<file path="config.mk">
export PLATFORM = sky130hd
export DESIGN_NAME = lsu_pipe
export DESIGN_NICKNAME = d
export VERILOG_FILES = /design/src/verilog/lsu_pkg.sv /design/src/verilog/lsu_pipe.sv /design/src/verilog/lsu_writeback.sv /design/src/verilog/lsu_load_merge.sv /design/src/verilog/lsu_agen.sv /design/src/verilog/lsu_issue_select.sv
export SDC_FILE = /design/constraint.sdc
export NUM_CORES = 1
export LEC_CHECK = 0
export ABC_AREA = 1
export BUFFER_PORTS_ARGS = -buffer_cell sky130_fd_sc_hd__buf_2
export CAP_MARGIN = 0
export CORE_AREA = 2 2 360 362
export CTS_CLUSTER_DIAMETER = 30
export DETAILED_ROUTE_END_ITERATION = 7
export DIE_AREA = 0 0 362 364
export PLACE_DENSITY_LB_ADDON = 0.3
export SETUP_SLACK_MARGIN = 0.5
export SYNTH_ARGS = -nofsm -noshare
export SYNTH_HDL_FRONTEND = slang
export SYNTH_HIERARCHICAL = 1
export SYNTH_SLANG_ARGS = --single-unit
</file>
<file path="constraint.sdc">
create_clock -name i_clk -period 3.1 [get_ports i_clk]
set_input_delay 0.465 -clock i_clk [delete_from_list [all_inputs] [get_ports i_clk]]
set_output_delay 0.465 -clock i_clk [all_outputs]
set_load 0.005 [all_outputs]
</file>
<file path="src/verilog/lsu_pkg.sv">
`default_nettype none

package lsu_pkg;

  localparam int XLEN_W          = 64;
  localparam int XLEN_B          = XLEN_W / 8;
  localparam int DW_OFS_W        = $clog2(XLEN_B);
  localparam int ADDR_W          = 32;
  localparam int DCACHE_DATA_B_W = 16;
  localparam int DCACHE_OFS_W    = $clog2(DCACHE_DATA_B_W);
  localparam int CMT_ID_W        = 6;
  localparam int MEM_Q_IDX_W     = 16;  // Queue index field in the updates

  localparam logic [6:0] OPC_LOAD  = 7'b0000011;
  localparam logic [6:0] OPC_STORE = 7'b0100011;

  typedef enum logic [1:0] {SIZE_B, SIZE_H, SIZE_W, SIZE_DW} size_t;
  typedef enum logic {SIGN_U, SIGN_S} sign_t;
  typedef enum logic [1:0] {OP_LOAD, OP_STORE, OP_NONE} op_t;
  typedef enum logic [1:0] {HAZ_NONE, HAZ_L1D_CONFLICT, HAZ_L1D_MISS} haz_t;

  // --------------------------------------------------------------------------
  // Pipe payloads
  // --------------------------------------------------------------------------
  typedef struct packed {
    logic                valid;
    logic [31:0]         inst;
    logic [XLEN_W-1:0]   rs1_data;
    logic [XLEN_W-1:0]   rs2_data;
    logic [4:0]          rd;
    logic [CMT_ID_W-1:0] cmt_id;
  } lsu_issue_t;

  typedef struct packed {
    size_t size;
    sign_t sign;
    op_t   op;
  } lsu_ctrl_t;

  typedef struct packed {
    logic              valid;
    logic [ADDR_W-1:0] paddr;  // Line aligned
  } l1d_req_t;

  typedef struct packed {
    logic                           hit;
    logic                           conflict;
    logic [DCACHE_DATA_B_W*8-1:0]   data;
  } l1d_resp_t;

  typedef struct packed {
    logic              valid;
    logic [ADDR_W-1:0] paddr;
    logic [XLEN_B-1:0] dw;
  } fwd_req_t;

  typedef struct packed {
    logic [XLEN_B-1:0] dw;
    logic [XLEN_W-1:0] data;  // Doubleword aligned
  } fwd_resp_t;

  typedef struct packed {
    logic                   valid;
    logic [CMT_ID_W-1:0]    cmt_id;
    logic [MEM_Q_IDX_W-1:0] index_oh;
    logic [ADDR_W-1:0]      paddr;
    logic [XLEN_W-1:0]      st_data;
    size_t                  size;
  } ex1_update_t;

  typedef struct packed {
    logic                   valid;
    logic [CMT_ID_W-1:0]    cmt_id;
    logic [MEM_Q_IDX_W-1:0] index_oh;
    haz_t                   haz;
  } ex2_update_t;

  typedef struct packed {
    logic              valid;
    logic [4:0]        rd;
    logic [XLEN_W-1:0] data;
  } phy_wr_t;

  typedef struct packed {
    logic                valid;
    logic [CMT_ID_W-1:0] cmt_id;
  } done_t;

  function automatic lsu_ctrl_t decode_ctrl(input logic [31:0] inst);
    lsu_ctrl_t ctrl;
    ctrl.size = size_t'(inst[13:12]);
    ctrl.sign = inst[14] ? SIGN_U : SIGN_S;  // LBU/LHU/LWU set funct3[2]
    case (inst[6:0])
      OPC_LOAD:  ctrl.op = OP_LOAD;
      OPC_STORE: ctrl.op = OP_STORE;
      default:   ctrl.op = OP_NONE;
    endcase
    return ctrl;
  endfunction

  // Low bytes touched by an access of this size
  function automatic logic [XLEN_B-1:0] size_mask(input size_t size);
    logic [XLEN_B-1:0] mask;
    case (size)
      SIZE_B:  mask = 8'h01;
      SIZE_H:  mask = 8'h03;
      SIZE_W:  mask = 8'h0f;
      default: mask = 8'hff;
    endcase
    return mask;
  endfunction

endpackage

`default_nettype wire
</file>
<file path="src/verilog/lsu_pipe.sv">
`timescale 1ns/1ps
`default_nettype none

module lsu_pipe
  import lsu_pkg::*;
#(
  parameter int RV_ENTRY_SIZE = 32,
  parameter int MEM_Q_SIZE    = 16
) (
  input  logic                     i_clk,
  input  logic                     i_reset_n,

  input  lsu_issue_t               i_rv_issue,
  input  logic [RV_ENTRY_SIZE-1:0] i_rv_index_oh,
  input  lsu_issue_t               i_replay_issue,
  input  logic [MEM_Q_SIZE-1:0]    i_replay_index_oh,

  output logic                     o_ex0_rs_conflicted,
  output logic [RV_ENTRY_SIZE-1:0] o_ex0_rs_conf_index_oh,

  output l1d_req_t                 o_l1d_req,
  input  l1d_resp_t                i_l1d_resp,
  output fwd_req_t                 o_fwd_req,
  input  fwd_resp_t                i_fwd_resp,

  output ex1_update_t              o_ex1_update,
  output ex2_update_t              o_ex2_update,

  output phy_wr_t                  o_ex3_phy_wr,
  output done_t                    o_ex3_done
);

  // --------------------------------------------------------------------------
  // Stage to stage wires
  // --------------------------------------------------------------------------
  lsu_issue_t            w_ex0_issue;
  logic [MEM_Q_SIZE-1:0] w_ex0_index_oh;

  lsu_issue_t            w_ex1_issue;
  lsu_ctrl_t             w_ex1_ctrl;
  logic [ADDR_W-1:0]     w_ex1_paddr;
  logic [MEM_Q_SIZE-1:0] w_ex1_index_oh;

  lsu_issue_t            w_ex2_issue;
  logic                  w_ex2_complete;
  logic [XLEN_W-1:0]     w_ex2_data;

  lsu_issue_select #(
    .RV_ENTRY_SIZE (RV_ENTRY_SIZE),
    .MEM_Q_SIZE    (MEM_Q_SIZE)
  ) u_issue_select (
    .i_clk                  (i_clk),
    .i_reset_n              (i_reset_n),
    .i_rv_issue             (i_rv_issue),
    .i_rv_index_oh          (i_rv_index_oh),
    .i_replay_issue         (i_replay_issue),
    .i_replay_index_oh      (i_replay_index_oh),
    .o_ex0_rs_conflicted    (o_ex0_rs_conflicted),
    .o_ex0_rs_conf_index_oh (o_ex0_rs_conf_index_oh),
    .o_ex0_issue            (w_ex0_issue),
    .o_ex0_index_oh         (w_ex0_index_oh)
  );

  lsu_agen #(
    .MEM_Q_SIZE (MEM_Q_SIZE)
  ) u_agen (
    .i_clk          (i_clk),
    .i_reset_n      (i_reset_n),
    .i_ex0_issue    (w_ex0_issue),
    .i_ex0_index_oh (w_ex0_index_oh),
    .o_l1d_req      (o_l1d_req),
    .o_fwd_req      (o_fwd_req),
    .o_ex1_update   (o_ex1_update),
    .o_ex1_issue    (w_ex1_issue),
    .o_ex1_ctrl     (w_ex1_ctrl),
    .o_ex1_paddr    (w_ex1_paddr),
    .o_ex1_index_oh (w_ex1_index_oh)
  );

  lsu_load_merge #(
    .MEM_Q_SIZE (MEM_Q_SIZE)
  ) u_load_merge (
    .i_clk          (i_clk),
    .i_reset_n      (i_reset_n),
    .i_ex1_issue    (w_ex1_issue),
    .i_ex1_ctrl     (w_ex1_ctrl),
    .i_ex1_paddr    (w_ex1_paddr),
    .i_ex1_index_oh (w_ex1_index_oh),
    .i_l1d_resp     (i_l1d_resp),
    .i_fwd_resp     (i_fwd_resp),
    .o_ex2_update   (o_ex2_update),
    .o_ex2_issue    (w_ex2_issue),
    .o_ex2_complete (w_ex2_complete),
    .o_ex2_data     (w_ex2_data)
  );

  lsu_writeback u_writeback (
    .i_clk          (i_clk),
    .i_reset_n      (i_reset_n),
    .i_ex2_issue    (w_ex2_issue),
    .i_ex2_complete (w_ex2_complete),
    .i_ex2_data     (w_ex2_data),
    .o_ex3_phy_wr   (o_ex3_phy_wr),
    .o_ex3_done     (o_ex3_done)
  );

endmodule

`default_nettype wire

</file>
<file path="src/verilog/lsu_writeback.sv">
`timescale 1ns/1ps
`default_nettype none

module lsu_writeback
  import lsu_pkg::*;
(
  input  logic              i_clk,
  input  logic              i_reset_n,

  input  lsu_issue_t        i_ex2_issue,
  input  logic              i_ex2_complete,
  input  logic [XLEN_W-1:0] i_ex2_data,

  output phy_wr_t           o_ex3_phy_wr,
  output done_t             o_ex3_done
);

  lsu_issue_t        r_ex3_issue;
  logic              r_ex3_complete;
  logic [XLEN_W-1:0] r_ex3_data;
  lsu_ctrl_t         w_ex3_ctrl;

  always_ff @(posedge i_clk, negedge i_reset_n) begin
    if (!i_reset_n) begin
      r_ex3_issue    <= '0;
      r_ex3_complete <= 1'b0;
    end else begin
      r_ex3_issue    <= i_ex2_issue;
      r_ex3_complete <= i_ex2_complete;
    end
  end

  always_ff @(posedge i_clk) begin
    r_ex3_data <= i_ex2_data;
  end

  assign w_ex3_ctrl = decode_ctrl(r_ex3_issue.inst);

  assign o_ex3_done.valid  = r_ex3_issue.valid & r_ex3_complete;
  assign o_ex3_done.cmt_id = r_ex3_issue.cmt_id;

  // x0 is never written
  assign o_ex3_phy_wr.valid = o_ex3_done.valid & (w_ex3_ctrl.op == OP_LOAD) &
                              (r_ex3_issue.rd != 5'd0);
  assign o_ex3_phy_wr.rd    = r_ex3_issue.rd;
  assign o_ex3_phy_wr.data  = r_ex3_data;

endmodule

`default_nettype wire

</file>
<file path="src/verilog/lsu_load_merge.sv">
`timescale 1ns/1ps
`default_nettype none

module lsu_load_merge
  import lsu_pkg::*;
#(
  parameter int MEM_Q_SIZE = 16
) (
  input  logic                  i_clk,
  input  logic                  i_reset_n,

  input  lsu_issue_t            i_ex1_issue,
  input  lsu_ctrl_t             i_ex1_ctrl,
  input  logic [ADDR_W-1:0]     i_ex1_paddr,
  input  logic [MEM_Q_SIZE-1:0] i_ex1_index_oh,

  input  l1d_resp_t             i_l1d_resp,
  input  fwd_resp_t             i_fwd_resp,

  output ex2_update_t           o_ex2_update,
  output lsu_issue_t            o_ex2_issue,
  output logic                  o_ex2_complete,
  output logic [XLEN_W-1:0]     o_ex2_data
);

  lsu_issue_t            r_ex2_issue;
  lsu_ctrl_t             r_ex2_ctrl;
  logic [MEM_Q_SIZE-1:0] r_ex2_index_oh;
  logic [ADDR_W-1:0]     r_ex2_paddr;

  logic [XLEN_W-1:0]     w_l1d_dw;
  logic [XLEN_W-1:0]     w_fwd_data;
  logic [XLEN_W-1:0]     w_merged;
  logic [XLEN_W-1:0]     w_ext;
  logic [XLEN_B-1:0]     w_need;
  logic                  w_all_fwd;
  logic                  w_ex2_load;
  haz_t                  w_haz;

  always_ff @(posedge i_clk, negedge i_reset_n) begin
    if (!i_reset_n) begin
      r_ex2_issue    <= '0;
      r_ex2_ctrl     <= '{size: SIZE_B, sign: SIGN_U, op: OP_NONE};
      r_ex2_index_oh <= '0;
    end else begin
      r_ex2_issue    <= i_ex1_issue;
      r_ex2_ctrl     <= i_ex1_ctrl;
      r_ex2_index_oh <= i_ex1_index_oh;
    end
  end

  always_ff @(posedge i_clk) begin
    r_ex2_paddr <= i_ex1_paddr;
  end

  // --------------------------------------------------------------------------
  // Byte merge
  // --------------------------------------------------------------------------
  assign w_l1d_dw = i_l1d_resp.data[r_ex2_paddr[DCACHE_OFS_W-1:DW_OFS_W] * XLEN_W +: XLEN_W]
                    >> {r_ex2_paddr[DW_OFS_W-1:0], 3'b000};
  assign w_fwd_data = i_fwd_resp.data >> {r_ex2_paddr[DW_OFS_W-1:0], 3'b000};

  always_comb begin
    for (int b = 0; b < XLEN_B; b++) begin
      w_merged[b*8 +: 8] = i_fwd_resp.dw[b] ? w_fwd_data[b*8 +: 8] : w_l1d_dw[b*8 +: 8];
    end
  end

  assign w_need     = size_mask(r_ex2_ctrl.size);
  assign w_all_fwd  = &(~w_need | i_fwd_resp.dw);
  assign w_ex2_load = r_ex2_ctrl.op == OP_LOAD;

  // Forwarding covers everything, so the cache state does not matter
  always_comb begin
    if (!w_ex2_load || w_all_fwd) begin
      w_haz = HAZ_NONE;
    end else if (i_l1d_resp.conflict) begin
      w_haz = HAZ_L1D_CONFLICT;
    end else if (!i_l1d_resp.hit) begin
      w_haz = HAZ_L1D_MISS;
    end else begin
      w_haz = HAZ_NONE;
    end
  end

  // --------------------------------------------------------------------------
  // Extension
  // --------------------------------------------------------------------------
  always_comb begin
    case (r_ex2_ctrl.size)
      SIZE_B:  w_ext = {{(XLEN_W-8){r_ex2_ctrl.sign == SIGN_S && w_merged[7]}}, w_merged[7:0]};
      SIZE_H:  w_ext = {{(XLEN_W-16){r_ex2_ctrl.sign == SIGN_S && w_merged[15]}},
                        w_merged[15:0]};
      SIZE_W:  w_ext = {{(XLEN_W-32){r_ex2_ctrl.sign == SIGN_S && w_merged[31]}},
                        w_merged[31:0]};
      default: w_ext = w_merged;
    endcase
  end

  always_comb begin
    o_ex2_update.valid    = r_ex2_issue.valid;
    o_ex2_update.cmt_id   = r_ex2_issue.cmt_id;
    o_ex2_update.index_oh = MEM_Q_IDX_W'(r_ex2_index_oh);
    o_ex2_update.haz      = w_haz;
  end

  assign o_ex2_issue    = r_ex2_issue;
  assign o_ex2_complete = r_ex2_issue.valid &
                          ((r_ex2_ctrl.op == OP_STORE) | (w_ex2_load & (w_haz == HAZ_NONE)));
  assign o_ex2_data     = w_ext;

endmodule

`default_nettype wire

</file>
<file path="src/verilog/lsu_agen.sv">
`timescale 1ns/1ps
`default_nettype none

module lsu_agen
  import lsu_pkg::*;
#(
  parameter int MEM_Q_SIZE = 16
) (
  input  logic                  i_clk,
  input  logic                  i_reset_n,

  input  lsu_issue_t            i_ex0_issue,
  input  logic [MEM_Q_SIZE-1:0] i_ex0_index_oh,

  output l1d_req_t              o_l1d_req,
  output fwd_req_t              o_fwd_req,
  output ex1_update_t           o_ex1_update,

  output lsu_issue_t            o_ex1_issue,
  output lsu_ctrl_t             o_ex1_ctrl,
  output logic [ADDR_W-1:0]     o_ex1_paddr,
  output logic [MEM_Q_SIZE-1:0] o_ex1_index_oh
);

  lsu_issue_t            r_ex1_issue;
  logic [MEM_Q_SIZE-1:0] r_ex1_index_oh;

  lsu_ctrl_t             w_ex1_ctrl;
  logic [ADDR_W-1:0]     w_imm_i;
  logic [ADDR_W-1:0]     w_imm_s;
  logic [ADDR_W-1:0]     w_ex1_paddr;
  logic                  w_ex1_load;

  always_ff @(posedge i_clk, negedge i_reset_n) begin
    if (!i_reset_n) begin
      r_ex1_issue    <= '0;
      r_ex1_index_oh <= '0;
    end else begin
      r_ex1_issue    <= i_ex0_issue;
      r_ex1_index_oh <= i_ex0_index_oh;
    end
  end

  // --------------------------------------------------------------------------
  // Decode and address generation
  // --------------------------------------------------------------------------
  assign w_ex1_ctrl = decode_ctrl(r_ex1_issue.inst);
  assign w_ex1_load = r_ex1_issue.valid & (w_ex1_ctrl.op == OP_LOAD);

  assign w_imm_i = {{(ADDR_W-12){r_ex1_issue.inst[31]}}, r_ex1_issue.inst[31:20]};
  assign w_imm_s = {{(ADDR_W-12){r_ex1_issue.inst[31]}},
                    r_ex1_issue.inst[31:25], r_ex1_issue.inst[11:7]};

  // Bare mode, so the sum is already physical
  assign w_ex1_paddr = r_ex1_issue.rs1_data[ADDR_W-1:0] +
                       ((w_ex1_ctrl.op == OP_STORE) ? w_imm_s : w_imm_i);

  // --------------------------------------------------------------------------
  // L1D read and store-queue probe
  // --------------------------------------------------------------------------
  always_comb begin
    o_l1d_req.valid = w_ex1_load;
    o_l1d_req.paddr = {w_ex1_paddr[ADDR_W-1:DCACHE_OFS_W], {DCACHE_OFS_W{1'b0}}};

    o_fwd_req.valid = w_ex1_load;
    o_fwd_req.paddr = w_ex1_paddr;
    o_fwd_req.dw    = size_mask(w_ex1_ctrl.size);
  end

  // Address and store data for the LDQ/STQ
  always_comb begin
    o_ex1_update.valid    = r_ex1_issue.valid;
    o_ex1_update.cmt_id   = r_ex1_issue.cmt_id;
    o_ex1_update.index_oh = MEM_Q_IDX_W'(r_ex1_index_oh);
    o_ex1_update.paddr    = w_ex1_paddr;
    o_ex1_update.st_data  = r_ex1_issue.rs2_data;
    o_ex1_update.size     = w_ex1_ctrl.size;
  end

  assign o_ex1_issue    = r_ex1_issue;
  assign o_ex1_ctrl     = w_ex1_ctrl;
  assign o_ex1_paddr    = w_ex1_paddr;
  assign o_ex1_index_oh = r_ex1_index_oh;

endmodule

`default_nettype wire

</file>
<file path="src/verilog/lsu_issue_select.sv">
`timescale 1ns/1ps
`default_nettype none

module lsu_issue_select
  import lsu_pkg::*;
#(
  parameter int RV_ENTRY_SIZE = 32,
  parameter int MEM_Q_SIZE    = 16
) (
  input  logic                     i_clk,
  input  logic                     i_reset_n,

  input  lsu_issue_t               i_rv_issue,
  input  logic [RV_ENTRY_SIZE-1:0] i_rv_index_oh,

  input  lsu_issue_t               i_replay_issue,
  input  logic [MEM_Q_SIZE-1:0]    i_replay_index_oh,

  output logic                     o_ex0_rs_conflicted,
  output logic [RV_ENTRY_SIZE-1:0] o_ex0_rs_conf_index_oh,
  output lsu_issue_t               o_ex0_issue,
  output logic [MEM_Q_SIZE-1:0]    o_ex0_index_oh
);

  lsu_issue_t               r_ex0_rs_issue;
  logic [RV_ENTRY_SIZE-1:0] r_ex0_rs_index_oh;

  always_ff @(posedge i_clk, negedge i_reset_n) begin
    if (!i_reset_n) begin
      r_ex0_rs_issue    <= '0;
      r_ex0_rs_index_oh <= '0;
    end else begin
      r_ex0_rs_issue    <= i_rv_issue;
      r_ex0_rs_index_oh <= i_rv_index_oh;
    end
  end

  // Replay from the memory queue always has priority
  always_comb begin
    if (i_replay_issue.valid) begin
      o_ex0_issue    = i_replay_issue;
      o_ex0_index_oh = i_replay_index_oh;
    end else begin
      o_ex0_issue    = r_ex0_rs_issue;
      o_ex0_index_oh = '0;  // Station entries carry no queue index
    end
  end

  // Station must reissue the dropped entry
  assign o_ex0_rs_conflicted    = i_replay_issue.valid & r_ex0_rs_issue.valid;
  assign o_ex0_rs_conf_index_oh = r_ex0_rs_index_oh;

endmodule

`default_nettype wire

</file>
==> results.cfg, run 1 <==
[clock_tree]
clock_tree_from_tritoncts = yes
clk_transition_reported_paths_ns = 0.05
numClockSinks = 446
cts-root-to-sink-buffers = 3
clock-root-buffer = clkbuf_16
ctsHtreeMaxLevel = 3
cts_made_buffers = 118
clock_insertion_delay_worst_skew_ns = 0.75

[critical_path]
worstSetupPathType = flip-flop to primary output
endpoint_class_of_the_critical_path = primary output
worst-endpoint-required_ns = 2.63
arrival_ns = 3.16
worstRegToRegCells = 9
worstReg2RegEnd = u_writeback/r_ex3_data[37]$_DFF_P_
r2r-start = u_load_merge/r_ex2_paddr[3]$_DFF_P_
timing.critical_path.fanout_max = 4
start_kind = flip-flop
timing.reg2reg.setup_slack_ns = 0.70

[grt]
grt_antenna_before_repair = 18
grt.overflow.total = 0
grt_pass1_vias = 23000
grt_max_degree = 123
grt.total_usage_pct = 16.0
grt_pass1_wl_um = 154000

[logic_synthesis]
synthesis.instances = 2792
syn-mean-instance-area_um2 = 7.90
ys_warn_count = 6
synth.cell_area_um2 = 22000

[hold_path]
worstHoldPathCells = 3
worst_hold_path_type = input pin to flip-flop
whs_endpoint = u_agen/o_ex1_issue[66]$_DFF_PN0_
hp-start = i_replay_issue[66]

[job]
maxCapViolations = 0

[routing]
detail_route.drc_violations = 0
drt_pass1_iterations = 5
drt_iter0_drc = 1390
routed_wirelength_um = 108000
ant_nets = 0
dr_total_vias = 22300
routedWlPerCell_um = 19.4
detail_route.vias_per_cell = 3.98

[timing]
tightest_slew_ns = 0.721
rsz_0062_raised_after_global_routing = yes
setup_violations = 90
setup_ws_ns = -0.526
max_freq_mhz = 276
slew_viol_final = 0
max_slew_margin_pct = 51.9
period_share_pct = 117
final_period_minus_worst_setup_slack_ns = 3.63
final_hold_viol_count = 0
timing.clock.skew_ns = 0.0827
setup_tns_ns = -38.08

[power_and_ir_drop]
leakage_nw = 18.2
share_clk_of_total_power_pct = 50.1
power_density_nw_per_um2 = 742
power_frac_seq_pct = 25.7
power_frac_comb_pct = 24.2
netSwitchingFraction_pct = 31.5
internal-power_w = 0.0179
total_switching_power_w = 0.00823
ir_drop_v = 0.000473

[floorplan]
design.die.area_um2 = 132000
floorplan.initialDensity_pct = 17.2
floorplan.io_pins = 926
design.core.area_um2 = 128000
fp.dieH_um = 364
row_count = 132
dieWidth_um = 362

[cells_and_area]
nets = 4433
final_layout_size_suffix_gt1_share_pct = 33.2
post_layout_nonfiller_instances = 5595
layout-area-overhead-vs-synth_pct = 59.7
fillerInstances = 13800

[status]
outcome = finished, violations left
failing_checks = negative setup slack

[place]
dp.cells = 5047
gp_congestion = 0.936
numPortBuffers = 846
hpwl_um = 82700
## timing repair
action                                 4_1_cts  5_1_grt
buffers inserted                             8        3
setup endpoints to repair                   94       94
resized for setup                           89       92
cloned                                       0        0
pin swaps                                   15       36
endpoints found under the hold margin      364        0
hold buffers                               302        0
## sequential cells by signal, summed over array words and instances (netlist names)
register,flops
u_agen/o_ex1_ctrl,2
u_load_merge/r_ex2_index_oh,16
u_issue_select/o_ex0_rs_conf_index_oh,32
u_writeback/o_ex3_phy_wr,5
u_writeback/o_ex3_done,6
u_writeback/r_ex3_issue,8
u_writeback/r_ex3_data,64
u_agen/o_ex1_index_oh,16
u_load_merge/o_ex2_issue,19
u_load_merge/r_ex2_paddr,4
u_issue_select/r_ex0_rs_issue,135
u_writeback/r_ex3_complete,1
u_load_merge/r_ex2_ctrl,5
u_agen/o_ex1_issue,133
## metal layers
metal  GRT usage (%)  routed length [um]  share of wire, %
met3            4.09                7780               7.2
met1            17.6               41100                38
met2            28.1               54200                50
met5               0                  55             0.051
met4            8.61                5200               4.8
## cell type report
cell class	instances	area [um^2]	area share, %
Sequential cell	446	10800	30.8
Multi-Input combinational cell	1826	8900	25.3
Timing Repair Buffer	1233	8330	23.6
Clock buffer	151	3240	9.20
Tap cell	1675	2100	5.95
Clock inverter	72	1100	3.13
Inverter	180	687	1.95
Antenna cell	12	30.0	0.0853
## placed cells by master (no fill, tap or decap), drive strengths merged, types with 5 or more instances in the layout
| master | instances |
|---|---|
| a21oi | 82 |
| and2 | 16 |
| buf | 931 |
| bufinv | 20 |
| clkbuf | 151 |
| clkinv | 39 |
| clkinvlp | 12 |
| conb | 5 |
| dfrtp | 377 |
| dfxtp | 68 |
| diode | 12 |
| dlygate4sd3 | 302 |
| ha | 31 |
| inv | 181 |
| mux2i | 7 |
| nand2 | 1118 |
| nand3 | 183 |
| nand4 | 41 |
| nor2 | 103 |
| nor3 | 7 |
| o211ai | 38 |
| o21ai | 133 |
| or2 | 26 |
| xor2 | 13 |
## power groups by stage
stage | logic [W] | clock network, W | registers, W
6_report | 0.00633 | 0.0131 | 0.00671
5_1_grt | 0.00693 | 0.0138 | 0.00676
4_1_cts | 0.00620 | 0.0134 | 0.00671
3_5_place_dp | 0.00571 | 0 | 0.00680
3_3_place_gp | 0.00572 | 0 | 0.00679
2_1_floorplan | 0.00344 | 0 | 0.00670
## worst max-delay path by stage
stage                                      start                to  slack, ns  depth (start not counted)
5_1_grt        u_agen/o_ex1_issue[142]$_DFF_PN0_     o_l1d_req[22]      -0.76                         20
4_1_cts        u_agen/o_ex1_issue[142]$_DFF_PN0_     o_l1d_req[16]      -0.67                         18
2_1_floorplan  u_agen/o_ex1_issue[140]$_DFF_PN0_  o_ex1_update[82]       0.31                         18
3_5_place_dp   u_agen/o_ex1_issue[140]$_DFF_PN0_     o_l1d_req[10]      -0.10                         16
6_report       u_agen/o_ex1_issue[142]$_DFF_PN0_     o_l1d_req[24]      -0.53                         20
3_3_place_gp   u_agen/o_ex1_issue[140]$_DFF_PN0_     o_l1d_req[16]      -0.09                         16
## through the flow
| stage | util, % | setup slack [ns] | total power, W | area, um^2 | hold slack (ns) |
|---|---|---|---|---|---|
| after floorplan | - | 0.314 | 0.0101 | 22100 | 0.169 |
| after global placement | 21.0 | -0.0912 | 0.0125 | 26900 | 0.332 |
| after detailed placement | 21.0 | -0.101 | 0.0125 | 26900 | 0.335 |
| after CTS | 27.1 | -0.675 | 0.0263 | 34700 | 0.000937 |
| after global routing | 27.4 | -0.759 | 0.0274 | 35200 | 0.00785 |
| final | 27.4 | -0.526 | 0.0261 | 35200 | 0.0415 |
## critical path, cell delays in order, from the launching register on
cell and delay (ns):
dfrtp_1 0.38, nor3_2 0.24, nand3_2 0.14, buf_12 0.17, clkinv_4 0.05, nand2_4 0.04, nand2_4 0.05, ha_4 0.13
inv_2 0.04, fa_2 0.34, inv_2 0.07, nand3_2 0.08, nand3_4 0.10, nand2_2 0.06, nand2_2 0.09, buf_6 0.13
nand2_4 0.05, nand3_2 0.06, nand2_1 0.06, nand2_2 0.09, buf_2 0.12
Power figures use the tool's default switching activity.
==> run 2: changes to the inputs <==
--- a/config.mk
+++ b/config.mk
@@ -8,6 +8,8 @@
 export ABC_AREA = 1
 export BUFFER_PORTS_ARGS = -buffer_cell sky130_fd_sc_hd__buf_2
 export CAP_MARGIN = 0
+export CELL_PAD_IN_SITES_DETAIL_PLACEMENT = 0
+export CELL_PAD_IN_SITES_GLOBAL_PLACEMENT = 2
 export CORE_AREA = 2 2 360 362
 export CTS_CLUSTER_DIAMETER = 30
 export DETAILED_ROUTE_END_ITERATION = 7
==> run 2 against run 1 <==
  * Power increased by 5.6%
  * Clock-buffer cell count increased by 41
  * Critical endpoint unchanged
  * Hold slack improved by 0.019 ns
  * Register-to-register slack got worse by 0.08 ns
  * Worst setup slack got worse by 0.21 ns
  * Highest routed layer unchanged
  * Sequential cell count unchanged
  * The run still ends with negative setup slack left
  * Sequential share of layout area decreased by 0.96 points
  * Sequential power about the same
  * Core utilization increased by 0.88 points
  * First-iteration DRC count decreased by 21%
==> results.cfg, run 2 (synthesized netlist as in run 1, its figures left out) <==
[status]
outcome = finished, violations left
failing_checks = negative setup slack

[clock_tree]
ctsHtreeMaxLevel = 4
clock_tree_from_tritoncts = yes
clock_insertion_delay_worst_skew_ns = 0.73
clk_transition_reported_paths_ns = 0.04
numClockSinks = 446
clock-root-buffer = clkbuf_16
cts-root-to-sink-buffers = 3
cts_made_buffers = 135

[cells_and_area]
final_layout_size_suffix_gt1_share_pct = 34.2
mostFrequentLayoutCells = nand2_1, buf_2, dfrtp_1, dlygate4sd3_1, nand3_1
largest_reg_flops = 135
layout-area-overhead-vs-synth_pct = 64.8
final_common_cell = nand2_1
nets = 4494
regMostFlops = u_issue_select/r_ex0_rs_issue

[place]
numPortBuffers = 846
hpwl_um = 87400
gp_congestion = 0.823

[floorplan]
design.core.area_um2 = 128000
design.die.area_um2 = 132000
row_count = 132
floorplan.initialDensity_pct = 17.2
dieWidth_um = 362
fp.dieH_um = 364
floorplan.io_pins = 926

[critical_path]
timing.critical_path.slowest_cell_delay_ns = 0.36
path_buf_inv = 8
endpoint_class_of_the_critical_path = primary output
timing.critical_path.fanout_max = 5
timing.critical_path.max_delay_family = simple AND/OR/NAND/NOR gates
ordered_cell_list_for_the_critical_path = nand2_2 -> nor3_4 -> nand3_2 -> buf_12 -> inv_4 -> buf_4 -> buf_6 -> nand2_4 -> nand2_4 -> ha_4 -> buf_6 -> nand3_4 -> nand3_4 -> nand2_4 -> nand2_4 -> buf_4 -> buf_6 -> nand2_4 -> nand4_1 -> nand2_2 -> buf_2
worstSetupPathType = flip-flop to primary output
worst-endpoint-required_ns = 2.63
timing.critical_path.mode_cell = nand2_4
arrival_ns = 3.37
start_kind = flip-flop
cpMaxStageDelayCell = dfrtp_1

[timing]
final_hold_viol_count = 0
tightest_slew_ns = 0.750
max_freq_mhz = 261
setup_violations = 90
timing.clock.skew_ns = 0.0499
rsz_0062_raised_after_global_routing = yes
slew_viol_final = 0
setup_ws_ns = -0.735
period_share_pct = 124
max_slew_margin_pct = 49.4
setup_tns_ns = -52.83
timing.hold.ws_ns = 0.0602
final_period_minus_worst_setup_slack_ns = 3.83

[power_and_ir_drop]
internal-power_w = 0.0190
power_density_nw_per_um2 = 759
leakage_nw = 18.8
netSwitchingFraction_pct = 31.2
total_switching_power_w = 0.00861
finalPower_w = 0.0276
power_frac_comb_pct = 24.2
share_clk_of_total_power_pct = 51.5
ir_drop_v = 0.000595
power_frac_seq_pct = 24.3

[routing]
detail_route.vias_per_cell = 3.95
dr_total_vias = 22300
routed_wirelength_um = 113000
routedWlPerCell_um = 19.9
detail_route.drc_violations = 0
drt_iter0_drc = 1098
drt_pass1_iterations = 5
ant_nets = 0

[hold_path]
worst_hold_path_type = input pin to flip-flop

[grt]
grt_pass1_wl_um = 160000
grt_antenna_before_repair = 22
grt_max_degree = 123
grt_pass1_vias = 23800
grt.total_usage_pct = 16.7
grt.overflow.total = 0

[job]
maxCapViolations = 0
-- run 2: cell types whose count changed in the layout (fill, tap and decap cells not counted), moves of 8 or more --
cell / delta
buf_2: -9
buf_4: +24
buf_6: +20
clkbuf_16: +16
clkbuf_1: +12
clkinv_4: -8
nand2_4: +11
nand2_1: -10
clkbuf_8: +14
-- run 2: routing by layer --
metal / up-vias / GRT usage [%] / part of all wire (%) / routed length [um]
li1: 10800 / - / - / -
met1: 10500 / 18.7 / 39 / 44100
met2: 824 / 29.3 / 50 / 56100
met3: 187 / 4.90 / 7.1 / 8050
met4: 16 / 7.41 / 4.0 / 4540
met5: - / 0 / 0.083 / 94
-- run 2: layout make-up --
cell class	count	area [um^2]
clock inverter	53	945
clock buffer	192	3850
multi-input combinational	1826	9040
antenna	8	20.0
tap	1675	2100
inverter	180	691
fill	14000	92000
sequential	446	10800
timing repair buffer	1277	8860
-- run 2: path summary, 6_finish.rpt --
check	start	endpoint	slack, ns	cells past startpoint
setup / recovery	u_agen/o_ex1_issue[139]$_DFF_PN0_	o_l1d_req[24]	-0.73	21
setup reg to reg	u_agen/o_ex1_issue[139]$_DFF_PN0_	u_load_merge/r_ex2_paddr[3]$_DFF_P_	0.62	16
hold / removal	i_replay_issue[21]	u_agen/o_ex1_issue[21]$_DFF_PN0_	0.06	3
max in group asynchronous	i_reset_n	u_agen/o_ex1_issue[6]$_DFF_PN0_	1.87	3
min in group asynchronous	i_reset_n	u_agen/o_ex1_issue[96]$_DFF_PN0_	0.34	2
hold reg to reg	u_load_merge/o_ex2_issue[9]$_DFF_PN0_	u_writeback/o_ex3_phy_wr[67]$_DFF_PN0_	0.34	0
-- run 2: per-stage QoR --
stage	setup slack, ns	instances	cell area (um^2)	utilization, %
after floorplan	0.314	2795	22100	-
after global placement	-0.0555	5082	27200	21.2
after detailed placement	-0.0708	5082	27200	21.2
after CTS	-0.790	5642	35800	27.9
after global routing	-0.931	5649	36300	28.3
final	-0.735	5657	36300	28.3
-- run 2: worst register-to-register path: stages, from the launching register on --
cell,delay [ns]
dfrtp_1,0.36
nand2_2,0.08
nor3_4,0.22
nand3_2,0.13
buf_12,0.15
inv_4,0.05
buf_4,0.10
buf_6,0.11
nand2_2,0.05
nand2_2,0.07
ha_4,0.22
or2_4,0.28
buf_4,0.14
buf_6,0.11
nand2_4,0.06
xnor2_2,0.11
buf_6,0.16
-- run 2: repair_timing --
item / in CTS / in global routing
pin swaps: 36 / 42
resized for setup: 161 / 80
buffers inserted: 12 / 6
hold buffers: 303 / 0
endpoints found under the hold margin: 361 / 0
setup endpoints to repair: 109 / 111
gates cloned: 0 / 1
-- run 2: power groups by stage --
| stage | combinational [W] | clock, W | sequential [W] |
|---|---|---|---|
| 2_1_floorplan | 0.00344 | 0 | 0.00670 |
| 3_3_place_gp | 0.00596 | 0 | 0.00676 |
| 3_5_place_dp | 0.00595 | 0 | 0.00677 |
| 4_1_cts | 0.00659 | 0.0145 | 0.00670 |
| 5_1_grt | 0.00735 | 0.0149 | 0.00675 |
| 6_report | 0.00667 | 0.0142 | 0.00670 |
==> run 3: changes to the inputs <==
==> constraint.sdc (replaced) <==
create_clock -name i_clk -period 3.5 [get_ports i_clk]
set_input_delay 0.525 -clock i_clk [delete_from_list [all_inputs] [get_ports i_clk]]
set_output_delay 0.525 -clock i_clk [all_outputs]
set_load 0.005 [all_outputs]
==> run 3 against run 2 <==
  * The run still ends with negative setup slack left
  * Worst setup slack better by 0.46 ns
  * Sequential power down 12%
  * Core utilization down 0.35 points
  * First-iteration DRC count down 4.3%
  * Wire length down 2.0%
  * Critical path depth down 2
  * Cell count down 0.76%
  * Register-to-register slack better by 0.17 ns
  * Non-clock buffer count down 43
  * Die area unchanged
==> results.cfg, run 3 (synthesized netlist as in run 1, its figures left out) <==
[status]
outcome = finished, violations left
failing_checks = negative setup slack

[critical_path]
start_kind = flip-flop
arrival_ns = 3.25
endpoint_class_of_the_critical_path = primary output
worstSetupPathType = flip-flop to primary output
worst-endpoint-required_ns = 2.97
cpMaxStageDelayCell = dfrtp_1
timing.critical_path.mode_cell = nand2_2
timing.critical_path.slowest_cell_delay_ns = 0.40
ordered_cell_list_for_the_critical_path = nor3_4 -> nand3_4 -> buf_6 -> buf_6 -> nand2_4 -> o21ai_4 -> buf_4 -> ha_4 -> nand2_2 -> nand2_4 -> nand3_2 -> nand2_2 -> nand2_2 -> nand2_4 -> nand2_2 -> nand2_1 -> nand2_1 -> nand2_2 -> buf_6
timing.critical_path.fanout_max = 4

[grt]
grt_antenna_before_repair = 19
grt_max_degree = 123
grt_pass1_wl_um = 156000
grt.overflow.total = 0
grt.total_usage_pct = 16.4
grt_pass1_vias = 22800

[routing]
drt_iter0_drc = 1051
routedWlPerCell_um = 19.7
dr_total_vias = 22000
ant_nets = 0
detail_route.drc_violations = 0
drt_pass1_iterations = 6
detail_route.vias_per_cell = 3.92
routed_wirelength_um = 111000

[place]
gp_congestion = 0.853
numPortBuffers = 846
dp.cells = 5049
hpwl_um = 86800

[timing]
timing.clock.skew_ns = 0.0933
setup_tns_ns = -16.71
setup_violations = 88
max_freq_mhz = 265
setup_ws_ns = -0.274
tightest_slew_ns = 0.777
final_period_minus_worst_setup_slack_ns = 3.77
max_slew_margin_pct = 47.6
slew_viol_final = 0
period_share_pct = 108
rsz_0062_raised_after_global_routing = yes
final_hold_viol_count = 0

[hold_path]
worst_hold_path_type = input pin to flip-flop

[cells_and_area]
layout-area-overhead-vs-synth_pct = 62.8
post_layout_nonfiller_instances = 5614
regMostFlops = u_issue_select/r_ex0_rs_issue
mostFrequentLayoutCells = nand2_1, buf_2, dfrtp_1, dlygate4sd3_1, nand3_1
nets = 4451
largest_reg_flops = 135
final_common_cell = nand2_1
finish.utilization_pct = 28.0
final_layout_size_suffix_gt1_share_pct = 33.8

[clock_tree]
numClockSinks = 446
clk_transition_reported_paths_ns = 0.04
clock_tree_from_tritoncts = yes
clock-root-buffer = clkbuf_16
cts_made_buffers = 135
ctsHtreeMaxLevel = 4
clock_insertion_delay_worst_skew_ns = 0.75
cts-root-to-sink-buffers = 3

[floorplan]
row_count = 132
dieWidth_um = 362
design.core.area_um2 = 128000
design.die.area_um2 = 132000
fp.dieH_um = 364
floorplan.io_pins = 926
floorplan.initialDensity_pct = 17.2

[job]
maxCapViolations = 0

[power_and_ir_drop]
power_frac_comb_pct = 23.4
leakage_nw = 18.5
ir_drop_v = 0.000505
power_density_nw_per_um2 = 686
netSwitchingFraction_pct = 31.2
internal-power_w = 0.0169
total_switching_power_w = 0.00770
share_clk_of_total_power_pct = 52.6
power_frac_seq_pct = 24.0
-- run 3: changes by cell type in the layout (fill, tap and decap cells not counted), moves of 4 or more --
cell           before   now
buf_4              86    71
dlygate4sd3_1     303   292
buf_12             24    14
clkbuf_1           32    22
nand2_1          1037  1046
clkinvlp_4          6    14
bufinv_16          15    20
clkbuf_8           24    19
buf_2             809   805
clkinv_16           9    13
ha_1               26    22
ha_2                0     4
nand2_4            31    27
-- run 3: through the flow --
stage / total power [W] / setup WS [ns] / hold slack (ns) / area [um^2]
final: 0.0246 / -0.274 / 0.0638 / 35900
after detailed placement: 0.0112 / -0.0836 / 0.335 / 26800
after floorplan: 0.00896 / 0.541 / 0.229 / 22100
after global placement: 0.0112 / -0.0123 / 0.333 / 26800
after CTS: 0.0249 / -0.452 / 0.00299 / 35300
after global routing: 0.0259 / -0.482 / 0.0371 / 35900
-- run 3: final timing paths --
| path | end | slack, ns | cells past startpoint | start |
|---|---|---|---|---|
| max | o_l1d_req[29] | -0.27 | 19 | u_agen/o_ex1_issue[142]$_DFF_PN0_ |
| min | u_agen/o_ex1_issue[161]$_DFF_PN0_ | 0.06 | 3 | i_replay_issue[161] |
| max reg2reg | u_writeback/r_ex3_data[51]$_DFF_P_ | 0.79 | 10 | u_load_merge/r_ex2_paddr[3]$_DFF_P_ |
| min reg2reg | u_load_merge/o_ex2_issue[6]$_DFF_PN0_ | 0.34 | 0 | u_agen/o_ex1_issue[6]$_DFF_PN0_ |
| max in group asynchronous | u_load_merge/r_ex2_ctrl[1]$_DFF_PN1_ | 2.09 | 3 | i_reset_n |
| min in group asynchronous | u_issue_select/r_ex0_rs_issue[100]$_DFF_PN0_ | 0.36 | 2 | i_reset_n |
-- run 3: critical path: cells and delay by family, from the launching register on --
family,cells,cell delay [ns]
buffers and inverters,4,0.52
adders and majority gates,1,0.26
and+or+nand+nor,13,1.30
DFF,1,0.40
AOI/OAI and AO/OA,1,0.06
-- run 3: power by group through the flow --
stage               sequential, W  clock [W]  combinational (W)
finish                    0.00592     0.0130            0.00576
global route              0.00597     0.0136            0.00636
CTS                       0.00593     0.0133            0.00571
detailed placement        0.00599          0            0.00517
global placement          0.00599          0            0.00518
floorplan                 0.00593          0            0.00303
-- run 3: layer usage --
metal  global-route usage (%)  vias up  wire (um)
li1                         -    10700          -
met3                     5.02      194       7870
met2                     29.3      777      56000
met1                     18.2    10300      43100
met5                        0        -        122
met4                     5.96       18       3480
-- run 3: final cells by class --
type / count / area (um^2)
multi-input combinational: 1826 / 8960
sequential: 446 / 10800
tap: 1675 / 2100
timing repair buffer: 1234 / 8350
antenna: 11 / 27.5
clock buffer: 176 / 3720
inverter: 180 / 683
clock inverter: 66 / 1220
fill: 14000 / 92400
-- run 3: repair_timing --
action	CTS	global route
gates resized for setup	122	106
hold buffers	292	0
pin swaps	18	41
endpoints found under the hold margin	350	0
endpoints found under the setup margin	94	92
buffers inserted	13	7
